--- config.mk ---
export PLATFORM = sky130hd
export DESIGN_NAME = cmdRegisterTop
export DESIGN_NICKNAME = d
export VERILOG_FILES = /design/src/logic/cmdRegPkg.sv /design/src/logic/cmdCreditFifo.sv /design/src/logic/cmdDecoder.sv /design/src/logic/cmdRegisterTop.sv /design/src/logic/registerBank.sv
export SDC_FILE = /design/constraint.sdc
export NUM_CORES = 2
export LEC_CHECK = 0
export ABC_AREA = 1
export BUFFER_PORTS_ARGS = -buffer_cell sky130_fd_sc_hd__buf_2
export CELL_PAD_IN_SITES_DETAIL_PLACEMENT = 1
export CELL_PAD_IN_SITES_GLOBAL_PLACEMENT = 1
export CORE_ASPECT_RATIO = 0.8
export CORE_MARGIN = 8
export CORE_UTILIZATION = 45
export CTS_CLUSTER_SIZE = 16
export DETAILED_ROUTE_END_ITERATION = 7
export PLACE_DENSITY = 0.77
export SLEW_MARGIN = 20
export SYNTH_ARGS = -nofsm -noshare
export SYNTH_HDL_FRONTEND = slang
export SYNTH_SLANG_ARGS = --single-unit
--- constraint.sdc ---
create_clock -name aclk -period 5.57 [get_ports aclk]
set_input_delay 1.114 -clock aclk [delete_from_list [all_inputs] [get_ports aclk]]
set_output_delay 1.114 -clock aclk [all_outputs]
set_load 0.01 [all_outputs]
--- src/logic/cmdRegPkg.sv ---
// Command register package
// Shared widths, header field types, opcodes, decoder states and the
// request word that the decoder hands to the register bank
package cmdRegPkg;

    // Every bank register is one 32-bit word
    localparam int REG_WIDTH = 32;

    // One register value as stored in the staging and active arrays
    typedef logic [REG_WIDTH-1:0] regWord_t;

    // Register offset from header bits 7..0, so the bank holds 256 entries at most
    typedef logic [7:0] regOffset_t;

    // Opcode from header bits 31..28
    typedef logic [3:0] cmdOpcode_t;

    // Payload beat count from header bits 15..8
    typedef logic [7:0] beatCount_t;

    // Opcodes the decoder understands
    // Anything else is skipped as a one-beat command and flagged
    localparam cmdOpcode_t OP_NOP    = 4'd0;
    localparam cmdOpcode_t OP_WRITE  = 4'd1;
    localparam cmdOpcode_t OP_COMMIT = 4'd2;

    // Decoder FSM
    // DEC_HEADER expects a command header on the next popped beat
    // DEC_PAYLOAD consumes the data beats of a WRITE
    typedef enum logic
    {
        DEC_HEADER,
        DEC_PAYLOAD
    } decState_e;

    // Request from the decoder to the bank, valid for a single cycle
    // write and commit are never set together
    typedef struct packed
    {
        logic       write;
        logic       commit;
        // Register index of lane 0, before the bank wraps it
        regOffset_t baseIndex;
    } bankReq_t;

endpackage

--- src/logic/cmdCreditFifo.sv ---
// Credit FIFO
// Stores command beats from the host in a circular buffer and hands them to
// the decoder, which is always ready. Every pop returns one credit to the host
module cmdCreditFifo
#(
    parameter int CMD_WIDTH  = 64,
    parameter int FIFO_DEPTH = 8
)
(
    input  logic                 aclk,
    input  logic                 resetn,
    input  logic                 beatValid,
    input  logic [CMD_WIDTH-1:0] beatData,
    output logic                 creditReturn,
    output logic                 fifoValid,
    output logic [CMD_WIDTH-1:0] fifoBeat
);

    // Pointer width is kept at one bit or more so a depth of one still builds
    localparam int PTR_WIDTH   = (FIFO_DEPTH > 1) ? $clog2(FIFO_DEPTH) : 1;
    localparam int COUNT_WIDTH = $clog2(FIFO_DEPTH + 1);

    logic [CMD_WIDTH-1:0]   fifoMem [FIFO_DEPTH];
    logic [PTR_WIDTH-1:0]   wrPtr;
    logic [PTR_WIDTH-1:0]   rdPtr;
    logic [COUNT_WIDTH-1:0] fifoCount;
    logic                   pushBeat;
    logic                   popBeat;

    // Advance a pointer and wrap it at the last slot, depth need not be a power of two
    function automatic logic [PTR_WIDTH-1:0] nextPtr(input logic [PTR_WIDTH-1:0] ptr);
        if (ptr == PTR_WIDTH'(FIFO_DEPTH - 1))
        begin
            return '0;
        end
        return ptr + 1'b1;
    endfunction

    // The host only sends while it holds a credit, so a beat always has room
    assign pushBeat = beatValid;
    // The decoder takes whatever sits at the head
    assign popBeat  = (fifoCount != '0);

    assign fifoValid = popBeat;
    assign fifoBeat  = fifoMem[rdPtr];

    always_ff @(posedge aclk)
    begin
        if (pushBeat)
        begin
            fifoMem[wrPtr] <= beatData;
        end
    end

    always_ff @(posedge aclk)
    begin
        if (!resetn)
        begin
            wrPtr        <= '0;
            rdPtr        <= '0;
            fifoCount    <= '0;
            creditReturn <= 1'b0;
        end
        else
        begin
            if (pushBeat)
            begin
                wrPtr <= nextPtr(wrPtr);
            end
            if (popBeat)
            begin
                rdPtr <= nextPtr(rdPtr);
            end
            // One credit pulse in the cycle after each pop edge
            creditReturn <= popBeat;
            case ({pushBeat, popBeat})
                2'b10:   fifoCount <= fifoCount + 1'b1;
                2'b01:   fifoCount <= fifoCount - 1'b1;
                default: fifoCount <= fifoCount;
            endcase
        end
    end

endmodule

--- src/logic/cmdDecoder.sv ---
// Command decoder
// Splits the beat stream into headers and WRITE payloads and issues one
// registered bank request per payload beat or COMMIT header
module cmdDecoder
#(
    parameter int CMD_WIDTH = 64
)
(
    input  logic                 aclk,
    input  logic                 resetn,
    input  logic                 fifoValid,
    input  logic [CMD_WIDTH-1:0] fifoBeat,
    output cmdRegPkg::bankReq_t  bankReq,
    output logic [CMD_WIDTH-1:0] bankData,
    output logic                 cmdError
);
    import cmdRegPkg::*;

    // Number of 32-bit registers carried by one payload beat
    localparam int LANES = CMD_WIDTH / REG_WIDTH;

    decState_e  state;
    beatCount_t remainingBeats;
    regOffset_t writeOffset;
    regOffset_t runIndex;

    cmdOpcode_t hdrOpcode;
    beatCount_t hdrCount;
    regOffset_t hdrOffset;

    // Header fields, only meaningful while in DEC_HEADER
    assign hdrOpcode = fifoBeat[31:28];
    assign hdrCount  = fifoBeat[15:8];
    assign hdrOffset = fifoBeat[7:0];

    always_ff @(posedge aclk)
    begin
        if (!resetn)
        begin
            state          <= DEC_HEADER;
            bankReq.write  <= 1'b0;
            bankReq.commit <= 1'b0;
            cmdError       <= 1'b0;
        end
        else
        begin
            // Requests are single-cycle pulses
            bankReq.write  <= 1'b0;
            bankReq.commit <= 1'b0;
            if (fifoValid)
            begin
                case (state)
                    DEC_HEADER:
                    begin
                        case (hdrOpcode)
                            OP_NOP:
                            begin
                            end
                            OP_WRITE:
                            begin
                                // A WRITE of zero beats is a header with nothing behind it
                                if (hdrCount != '0)
                                begin
                                    writeOffset    <= hdrOffset;
                                    remainingBeats <= hdrCount;
                                    runIndex       <= '0;
                                    state          <= DEC_PAYLOAD;
                                end
                            end
                            OP_COMMIT:
                            begin
                                bankReq.commit <= 1'b1;
                            end
                            default:
                            begin
                                // Unknown opcode, skip the beat and keep the flag set
                                cmdError <= 1'b1;
                            end
                        endcase
                    end
                    DEC_PAYLOAD:
                    begin
                        bankReq.write     <= 1'b1;
                        bankReq.baseIndex <= writeOffset + runIndex;
                        bankData          <= fifoBeat;
                        runIndex          <= runIndex + regOffset_t'(LANES);
                        remainingBeats    <= remainingBeats - 1'b1;
                        // Back to headers once the last counted beat is out
                        if (remainingBeats == beatCount_t'(1))
                        begin
                            state <= DEC_HEADER;
                        end
                    end
                    default:
                    begin
                        state <= DEC_HEADER;
                    end
                endcase
            end
        end
    end

endmodule

--- src/logic/cmdRegisterTop.sv ---
// Command register front end
// Chains the credit FIFO, the command decoder and the double-buffered
// register bank, and sets the parameters of all three
module cmdRegisterTop
#(
    parameter int BANK_SIZE  = 16,
    parameter int CMD_WIDTH  = 64,
    parameter int FIFO_DEPTH = 8
)
(
    input  logic                                        aclk,
    input  logic                                        resetn,
    input  logic                                        beatValid,
    input  logic [CMD_WIDTH-1:0]                        beatData,
    output logic                                        creditReturn,
    output logic [BANK_SIZE*cmdRegPkg::REG_WIDTH-1:0]   registers,
    output logic                                        cmdError
);
    import cmdRegPkg::*;

    logic                 fifoValid;
    logic [CMD_WIDTH-1:0] fifoBeat;
    bankReq_t             bankReq;
    logic [CMD_WIDTH-1:0] bankData;

    // Host beats enter here and leave one cycle after they reach the head
    cmdCreditFifo #(.CMD_WIDTH(CMD_WIDTH), .FIFO_DEPTH(FIFO_DEPTH)) cmdCreditFifo_inst
    (
        .aclk         (aclk),
        .resetn       (resetn),
        .beatValid    (beatValid),
        .beatData     (beatData),
        .creditReturn (creditReturn),
        .fifoValid    (fifoValid),
        .fifoBeat     (fifoBeat)
    );

    cmdDecoder #(.CMD_WIDTH(CMD_WIDTH)) cmdDecoder_inst
    (
        .aclk      (aclk),
        .resetn    (resetn),
        .fifoValid (fifoValid),
        .fifoBeat  (fifoBeat),
        .bankReq   (bankReq),
        .bankData  (bankData),
        .cmdError  (cmdError)
    );

    registerBank #(.BANK_SIZE(BANK_SIZE), .CMD_WIDTH(CMD_WIDTH)) registerBank_inst
    (
        .aclk      (aclk),
        .resetn    (resetn),
        .bankReq   (bankReq),
        .bankData  (bankData),
        .registers (registers)
    );

endmodule

--- src/logic/registerBank.sv ---
// Register bank
// Unpacks payload beats into a staging array, lane by lane with index
// wrapping, and copies staging into the active array on a commit
module registerBank
#(
    parameter int BANK_SIZE = 16,
    parameter int CMD_WIDTH = 64
)
(
    input  logic                                        aclk,
    input  logic                                        resetn,
    input  cmdRegPkg::bankReq_t                         bankReq,
    input  logic [CMD_WIDTH-1:0]                        bankData,
    output logic [BANK_SIZE*cmdRegPkg::REG_WIDTH-1:0]   registers
);
    import cmdRegPkg::*;

    localparam int LANES       = CMD_WIDTH / REG_WIDTH;
    localparam int INDEX_WIDTH = (BANK_SIZE > 1) ? $clog2(BANK_SIZE) : 1;

    regWord_t               stagingRegs [BANK_SIZE];
    regWord_t               activeRegs  [BANK_SIZE];
    logic [INDEX_WIDTH-1:0] laneIndex   [LANES];

    // Bank size is a power of two, so dropping the upper bits is the modulo
    always_comb
    begin
        for (int k = 0; k < LANES; k++)
        begin
            laneIndex[k] = INDEX_WIDTH'(bankReq.baseIndex + regOffset_t'(k));
        end
    end

    always_ff @(posedge aclk)
    begin
        if (!resetn)
        begin
            for (int i = 0; i < BANK_SIZE; i++)
            begin
                stagingRegs[i] <= '0;
                activeRegs[i]  <= '0;
            end
        end
        else
        begin
            if (bankReq.write)
            begin
                // Lane 0 sits in the low word of the beat
                for (int k = 0; k < LANES; k++)
                begin
                    stagingRegs[laneIndex[k]] <= bankData[k*REG_WIDTH +: REG_WIDTH];
                end
            end
            // The rasterizer only ever sees a complete, committed set
            if (bankReq.commit)
            begin
                activeRegs <= stagingRegs;
            end
        end
    end

    // Flatten the active array, register 0 in the low bits
    for (genvar i = 0; i < BANK_SIZE; i++)
    begin : genFlatten
        assign registers[i*REG_WIDTH +: REG_WIDTH] = activeRegs[i];
    end

endmodule

# Yosys cells after proc, flatten, opt, wreduce, memory -nomap -nowiden
# Memories as Yosys holds them, arrays and structs flattened. A register that Yosys moved wholly into a read port is not among the register bits.
# Index checks and enable logic that the tools add are counted.
[totals]
register_bits = 1127
ram_bits = 512
inputBits = 67
mem_count = 1
[classes]
addsub = 8
magnitude_cmp = 4
eq_ne = 9
muxes = 33
bitwise_logic = 6
reduce_logical = 13
[mem_list]
columns = ["name", "depth", "word_bits", "read_ports", "rd_ports_with_merged_regs", "wr", "line_no", "source"]
rows = [
  ["cmdCreditFifo_inst.fifoMem", 8, 64, 1, 1, 1, "cmdCreditFifo.sv:23", "logic [CMD_WIDTH-1:0] fifoMem [FIFO_DEPTH];"],
]
[op_table]
columns = ["op", "count"]
rows = [
  ["512-bit bitwise mux", 2],
  ["32-bit demux with 4-bit select", 2],
  ["32-bit 2-to-1 mux", 2],
  ["8-bit 2-to-1 mux", 4],
  ["8-bit case mux with 2 select lines", 2],
  ["3-bit 2-to-1 mux", 6],
  ["1-bit 2-to-1 mux", 13],
  ["5-bit >= comparator (second input constant)", 2],
  ["5-bit by 1-bit < comparator with 1-bit output (second input constant)", 2],
  ["4-bit NOT with 5-bit output", 2],
  ["4-bit by 1-bit adder with 4-bit output (second input constant)", 2],
  ["8-bit by 2-bit adder with 8-bit output (second input constant)", 1],
  ["8-bit by 1-bit == test with 1-bit output (second input constant)", 1],
  ["4-bit case mux with 2 select lines", 1],
  ["8-bit nonzero test", 1],
  ["8-bit by 1-bit subtractor with 8-bit output (second input constant)", 1],
  ["3-bit by 1-bit adder with 3-bit output (second input constant)", 2],
  ["3-bit == test (second input constant)", 2],
  ["3-bit AND reduction", 2],
  ["3-bit OR reduction", 2],
  ["5-bit AND reduction", 1],
  ["4-bit adder", 1],
  ["4-bit by 1-bit == test with 1-bit output (second input constant)", 1],
  ["4-bit by 2-bit == test with 1-bit output (second input constant)", 1],
  ["other kinds (13)", 17],
]

# Longest topological paths before layout
[logic_depth]
word_depth = 7
ltp_mapped = 14
ltp_nobuf = 11

# Cells and area by module
# A second synthesis with hierarchy kept.
[unflattened]
cells_unflattened = 7396
area_unflattened_um2 = 64493.1
[modules_own_cells]
columns = ["module", "n_inst", "cells_each", "area_per_inst_um2"]
rows = [
  ["registerBank", 1, 5616, 40254.9],
  ["cmdCreditFifo", 1, 1524, 20517.2],
  ["cmdDecoder", 1, 256, 3721.1],
]

# Worst setup path after synthesis
# No wires, ideal clock.
[synth_timing]
path_type = "input -> register"
startpoint = "input resetn"
endpoint = "register cmdDecoder_inst.bankData[0] (enable)"
setup_time_ns = 0.495
arrival_ns = 4.624
required_ns = 5.075
path_slack_ns = 0.451
path_stages = 4
n_path_buf = 2
cell_sequence = "clkbuf_1 clkbuf_1 nand2_1 nor2_1"
[synth_via]
elab_chain_len = 1
[synth_rtl]
columns = ["item", "line_no", "source"]
rows = [
  ["from (decl)", "cmdRegisterTop.sv:12", "input logic resetn,"],
  ["3-bit AND reduction (no line)", "n/a", ""],
  ["to (signal assigned)", "cmdDecoder.sv:85", "bankData <= fifoBeat;"],
  ["to (decl)", "cmdDecoder.sv:14", "output logic [CMD_WIDTH-1:0] bankData,"],
]
# No other way between the ends.
# A chain may end at the register's enable or synchronous reset.

# Worst setup path in the final report
[layout_timing]
startpoint = "register, netlist name cmdDecoder_inst.bankReq[1]"
endpoint = "register registerBank_inst.stagingRegs[427] in the netlist's numbering"
[layout_via]
elab_chain_len = 7
elab_cells_between_ends = 15
[layout_rtl]
columns = ["item", "line_no", "source"]
rows = [
  ["4-bit by 1-bit adder with 4-bit output / 4-bit NOT with 5-bit output (equally long branches)", "registerBank.sv:30, registerBank.sv:51", ""],
  ["4-bit NOT with 5-bit output (not written as such) (tied with other cells)", "registerBank.sv:51", "stagingRegs[laneIndex[k]] <= bankData[k*REG_WIDTH +: REG_WIDTH];"],
  ["5-bit >= comparator (not written as such) (tied with other cells)", "registerBank.sv:51", ""],
  ["1-bit logical AND (not written as such) / 32-bit 2-to-1 mux (equally long branches)", "registerBank.sv:51", ""],
  ["32-bit 2-to-1 mux (not written as such) / 32-bit demux with 4-bit select (equally long branches)", "registerBank.sv:51", ""],
  ["32-bit demux with 4-bit select / 512-bit bitwise mux (equally long branches)", "registerBank.sv:51", ""],
  ["512-bit bitwise mux *", "registerBank.sv:51", ""],
  ["to (signal, indexed assignment)", "registerBank.sv:51", ""],
  ["to (decl)", "registerBank.sv:21", "regWord_t stagingRegs [BANK_SIZE];"],
]
# Every way passes the cells marked *; elsewhere a longest branch is shown, timed or not.

==> metrics.cfg <==
[outcome]
status = finished clean

[finish]
area_growth_pct = 15.9
stdcell_count = 9263
fill_cells = 15931
fin_nets = 7322
layout-drive-gt1-share = 0.136

[setup_path]
r2r_start = cmdDecoder_inst.bankReq[1]$_DFFE_PP_
cpPeakStageDelay_ns = 0.80
crit_top_cell = nor2_1
rr_worst_depth = 8
crit_family = simple AND/OR/NAND/NOR gates
crit_path_max_fanout = 34
arrival_ns = 4.60
rrSetupSlack_ns = 1.66
worstPathCellList = nor2_4, inv_2, nor2_1, inv_2, a21oi_4, inv_1, nor2_1, nor2_1
cpMaxStageDelayCell = a21oi_4
path_class = flop to flop
critical_path_required_ns = 6.26
r2r-end = registerBank_inst.stagingRegs[427]$_SDFFE_PN0P_
start_kind = flop
end_kind = flop
critPathLaunch = cmdDecoder_inst.bankReq[1]$_DFFE_PP_
crit_buf_inv = 3

[power]
switchingPower_mw = 9.31
internal_power_mw = 21.4
seqPwrFrac = 0.454
power_density_nw_per_um2 = 424
p_comb_frac = 0.169
total_power_mw = 30.7
p_leak_nw = 30.2
irDropWorstVdd_mv = 0.285
switching_share = 0.303
power_frac_clock = 0.377

[cts]
cts_buffer_depth = 3
numCtsBuffers = 165
clock-sinks = 1637
h-tree-depth = 4
clk_latency_ns = 0.81
cts_resized = 0
path_clk_slew_ns = 0.07
root_buffer = clkbuf_16
cts_hold_buf = 0
cts_tree = built
postCtsSetupRepairBufs = 0

[floorplanning]
core_area_um2 = 138000
top_level_ports = 581
die_y_um = 349
row_count = 122
initial_core_util = 0.453
dieWidth_um = 433
die_area_um2 = 151000

[logic_synthesis]
synth_xor_area_frac = 0.00168
synthCells = 6949
synth_warnings = 0
synth-compound-area-share = 0.178
synth_top_family_by_area = compound AO/OA/AOI/OAI gates
synth_nets = 7028
avgSynthCellArea_um2 = 8.99
synth_fa_ha_area_frac = 0.00252
ys_types = 30
ys_ff_latch = 1637
syn_area_um2 = 62500
yosys.area_share.simple = 0.142
muxShareOfSynthArea = 0
synth-seq-area-share = 0.620

[sta]
rsz0062_at_grt = false
finalSetupViolCount = 0
setup_ws_ns = 1.66
final_max_slew_viol_count = 0
finalHoldViolations = 0
max_slew.worst_pin.slew_ns = 1.27
min_period_ns = 3.91
finalCritPeriodShare = 0.701
maxSlewHeadroom = 0.155
fin_tns_setup_ns = 0
skew_ns = 0.0315
max_freq_ghz = 0.256

[routing]
drc_errors = 0
vias = 55323
firstDrtPassIters = 8
wirelength_mm = 258
antenna_left = 0
viasPerCell = 5.97
post_drt_wl_per_cell_um = 27.9
drt_iter0_drc = 6360

[placed_design]
dp_hpwl_mm = 163
port_buffers = 580
dp.cells = 8933
gp_congestion = 0.915
post-place-ws_ns = 1.86

[grt]
grt_pass1_wl_mm = 370
first_global_vias = 55332
grt_overflow_total = 0
antenna_found_initial = 31
grt_usage = 0.326
grt_max_degree = 247

[hold_path]
hold_end = registerBank_inst.registers[242]$_SDFFE_PN0P_
hold_depth = 2
hold_path_class = flop to flop
min_from = registerBank_inst.stagingRegs[274]$_SDFFE_PN0P_

[job]
cap_violations = 0

-- cells in the mapped netlist, drive strengths merged --
cell type	count	area, um2
a21oi	275	1410
a31oi	276	1730
and3	1	6.26
buf	107	485
clkbuf	451	1690
clkinv	33	124
dfxtp	1042	20900
edfxtp	595	17900
fa	1	20.0
ha	11	138
inv	314	1180
nand2	626	2350
nand3	158	791
nand4	3	18.8
nor2	1509	5680
nor3	2	10.0
nor4	2	12.5
o21ai	1261	6310
o22ai	268	1680
o31ai	1	7.51
or2	1	6.26
xnor2	5	43.8
xor2	7	61.3
-- cells in the final DEF, fill, tap and decap left out, drive strengths merged --
master    instances
nor4              2
diode            20
nand2           626
dfxtp          1042
nand4             3
or2               1
clkinvlp          6
buf             685
nor2           1509
clkinv           67
and3              1
edfxtp          595
ha               11
nor3              2
xor2              7
xnor2             5
nand3           158
bufinv           11
a21oi           275
o31ai             1
a31oi           276
o22ai           268
inv             318
o21ai          1261
clkbuf          252
fa                1
-- worst max-delay path by stage --
stage | endpoint | slack, ns | cells after the start
after floorplan | cmdDecoder_inst.bankData[0]$_DFFE_PP_ | 0.45 | 4
final | registerBank_inst.stagingRegs[427]$_SDFFE_PN0P_ | 1.66 | 8
after CTS | registerBank_inst.stagingRegs[427]$_SDFFE_PN0P_ | 1.83 | 8
after global placement | registerBank_inst.stagingRegs[430]$_SDFFE_PN0P_ | 2.02 | 8
after global routing | registerBank_inst.stagingRegs[421]$_SDFFE_PN0P_ | 1.53 | 8
after detailed placement | registerBank_inst.stagingRegs[427]$_SDFFE_PN0P_ | 1.86 | 8
-- flip-flops by register name, summed over array words and instances (netlist names), named ones only --
register and flops:
cmdDecoder_inst.remainingBeats 8, cmdCreditFifo_inst.wrPtr 3, cmdCreditFifo_inst.fifoCount 4, cmdDecoder_inst.cmdError 1, cmdDecoder_inst.runIndex 3, cmdCreditFifo_inst.rdPtr 3
registerBank_inst.registers 512, cmdDecoder_inst.writeOffset 4, cmdDecoder_inst.state 1, registerBank_inst.stagingRegs 512, cmdCreditFifo_inst.creditReturn 1, cmdDecoder_inst.bankReq 6
cmdCreditFifo_inst.fifoMem 512, cmdDecoder_inst.bankData 64
-- routing by layer --
metal / vias up / track usage / wire, um
met4: 14 / 0.214 / 19000
met2: 2646 / 0.508 / 117000
li1: 24288 / - / -
met3: 792 / 0.0850 / 23200
met1: 27583 / 0.400 / 98600
met5: - / 0 / 87
-- per-stage QoR --
step	hold WS (ns)	cell area (um2)	util
floorplan	0.400	62500	-
global placement	0.450	66600	0.482
detailed placement	0.449	66600	0.483
CTS	0.464	72300	0.524
global route	0.481	72400	0.525
finish	0.464	72400	0.525
-- worst min-delay path, stage by stage (launching register included) --
cell,delay [ns]
dfxtp_1,0.30
inv_1,0.06
a21oi_1,0.06
-- final cells by class --
cell class	count	area, um2	share of cell area
well taps	1860	2330	0.0321
clock buffers	252	4990	0.0690
repair buffers	685	3900	0.0538
clock inverters	55	634	0.00876
diodes	20	50.0	0.000691
inverters	347	1320	0.0182
multi-input cells	4407	20500	0.282
flip-flops and latches	1637	38700	0.535
-- power by group through the flow --
| stage | combinational, mW | sequential [mW] | clock (mW) |
|---|---|---|---|
| final | 5.19 | 13.9 | 11.6 |
| after global routing | 5.61 | 14.0 | 12.2 |
| after CTS | 5.16 | 13.9 | 11.7 |
| after detailed placement | 5.08 | 14.2 | 0 |
| after global placement | 4.88 | 14.2 | 0 |
| after floorplan | 2.70 | 14.2 | 0 |
-- cell families (layout without fill, tap and decap cells) --
logic type / after synthesis / after routing
other cells: 0 / 20
compound gates: 2081 / 2081
xor+xnor: 12 / 12
buf+inv: 905 / 1339
fa+ha+maj: 12 / 12
simple gates: 2302 / 2302
flops: 1637 / 1637
(Power assumes the default switching activity.)
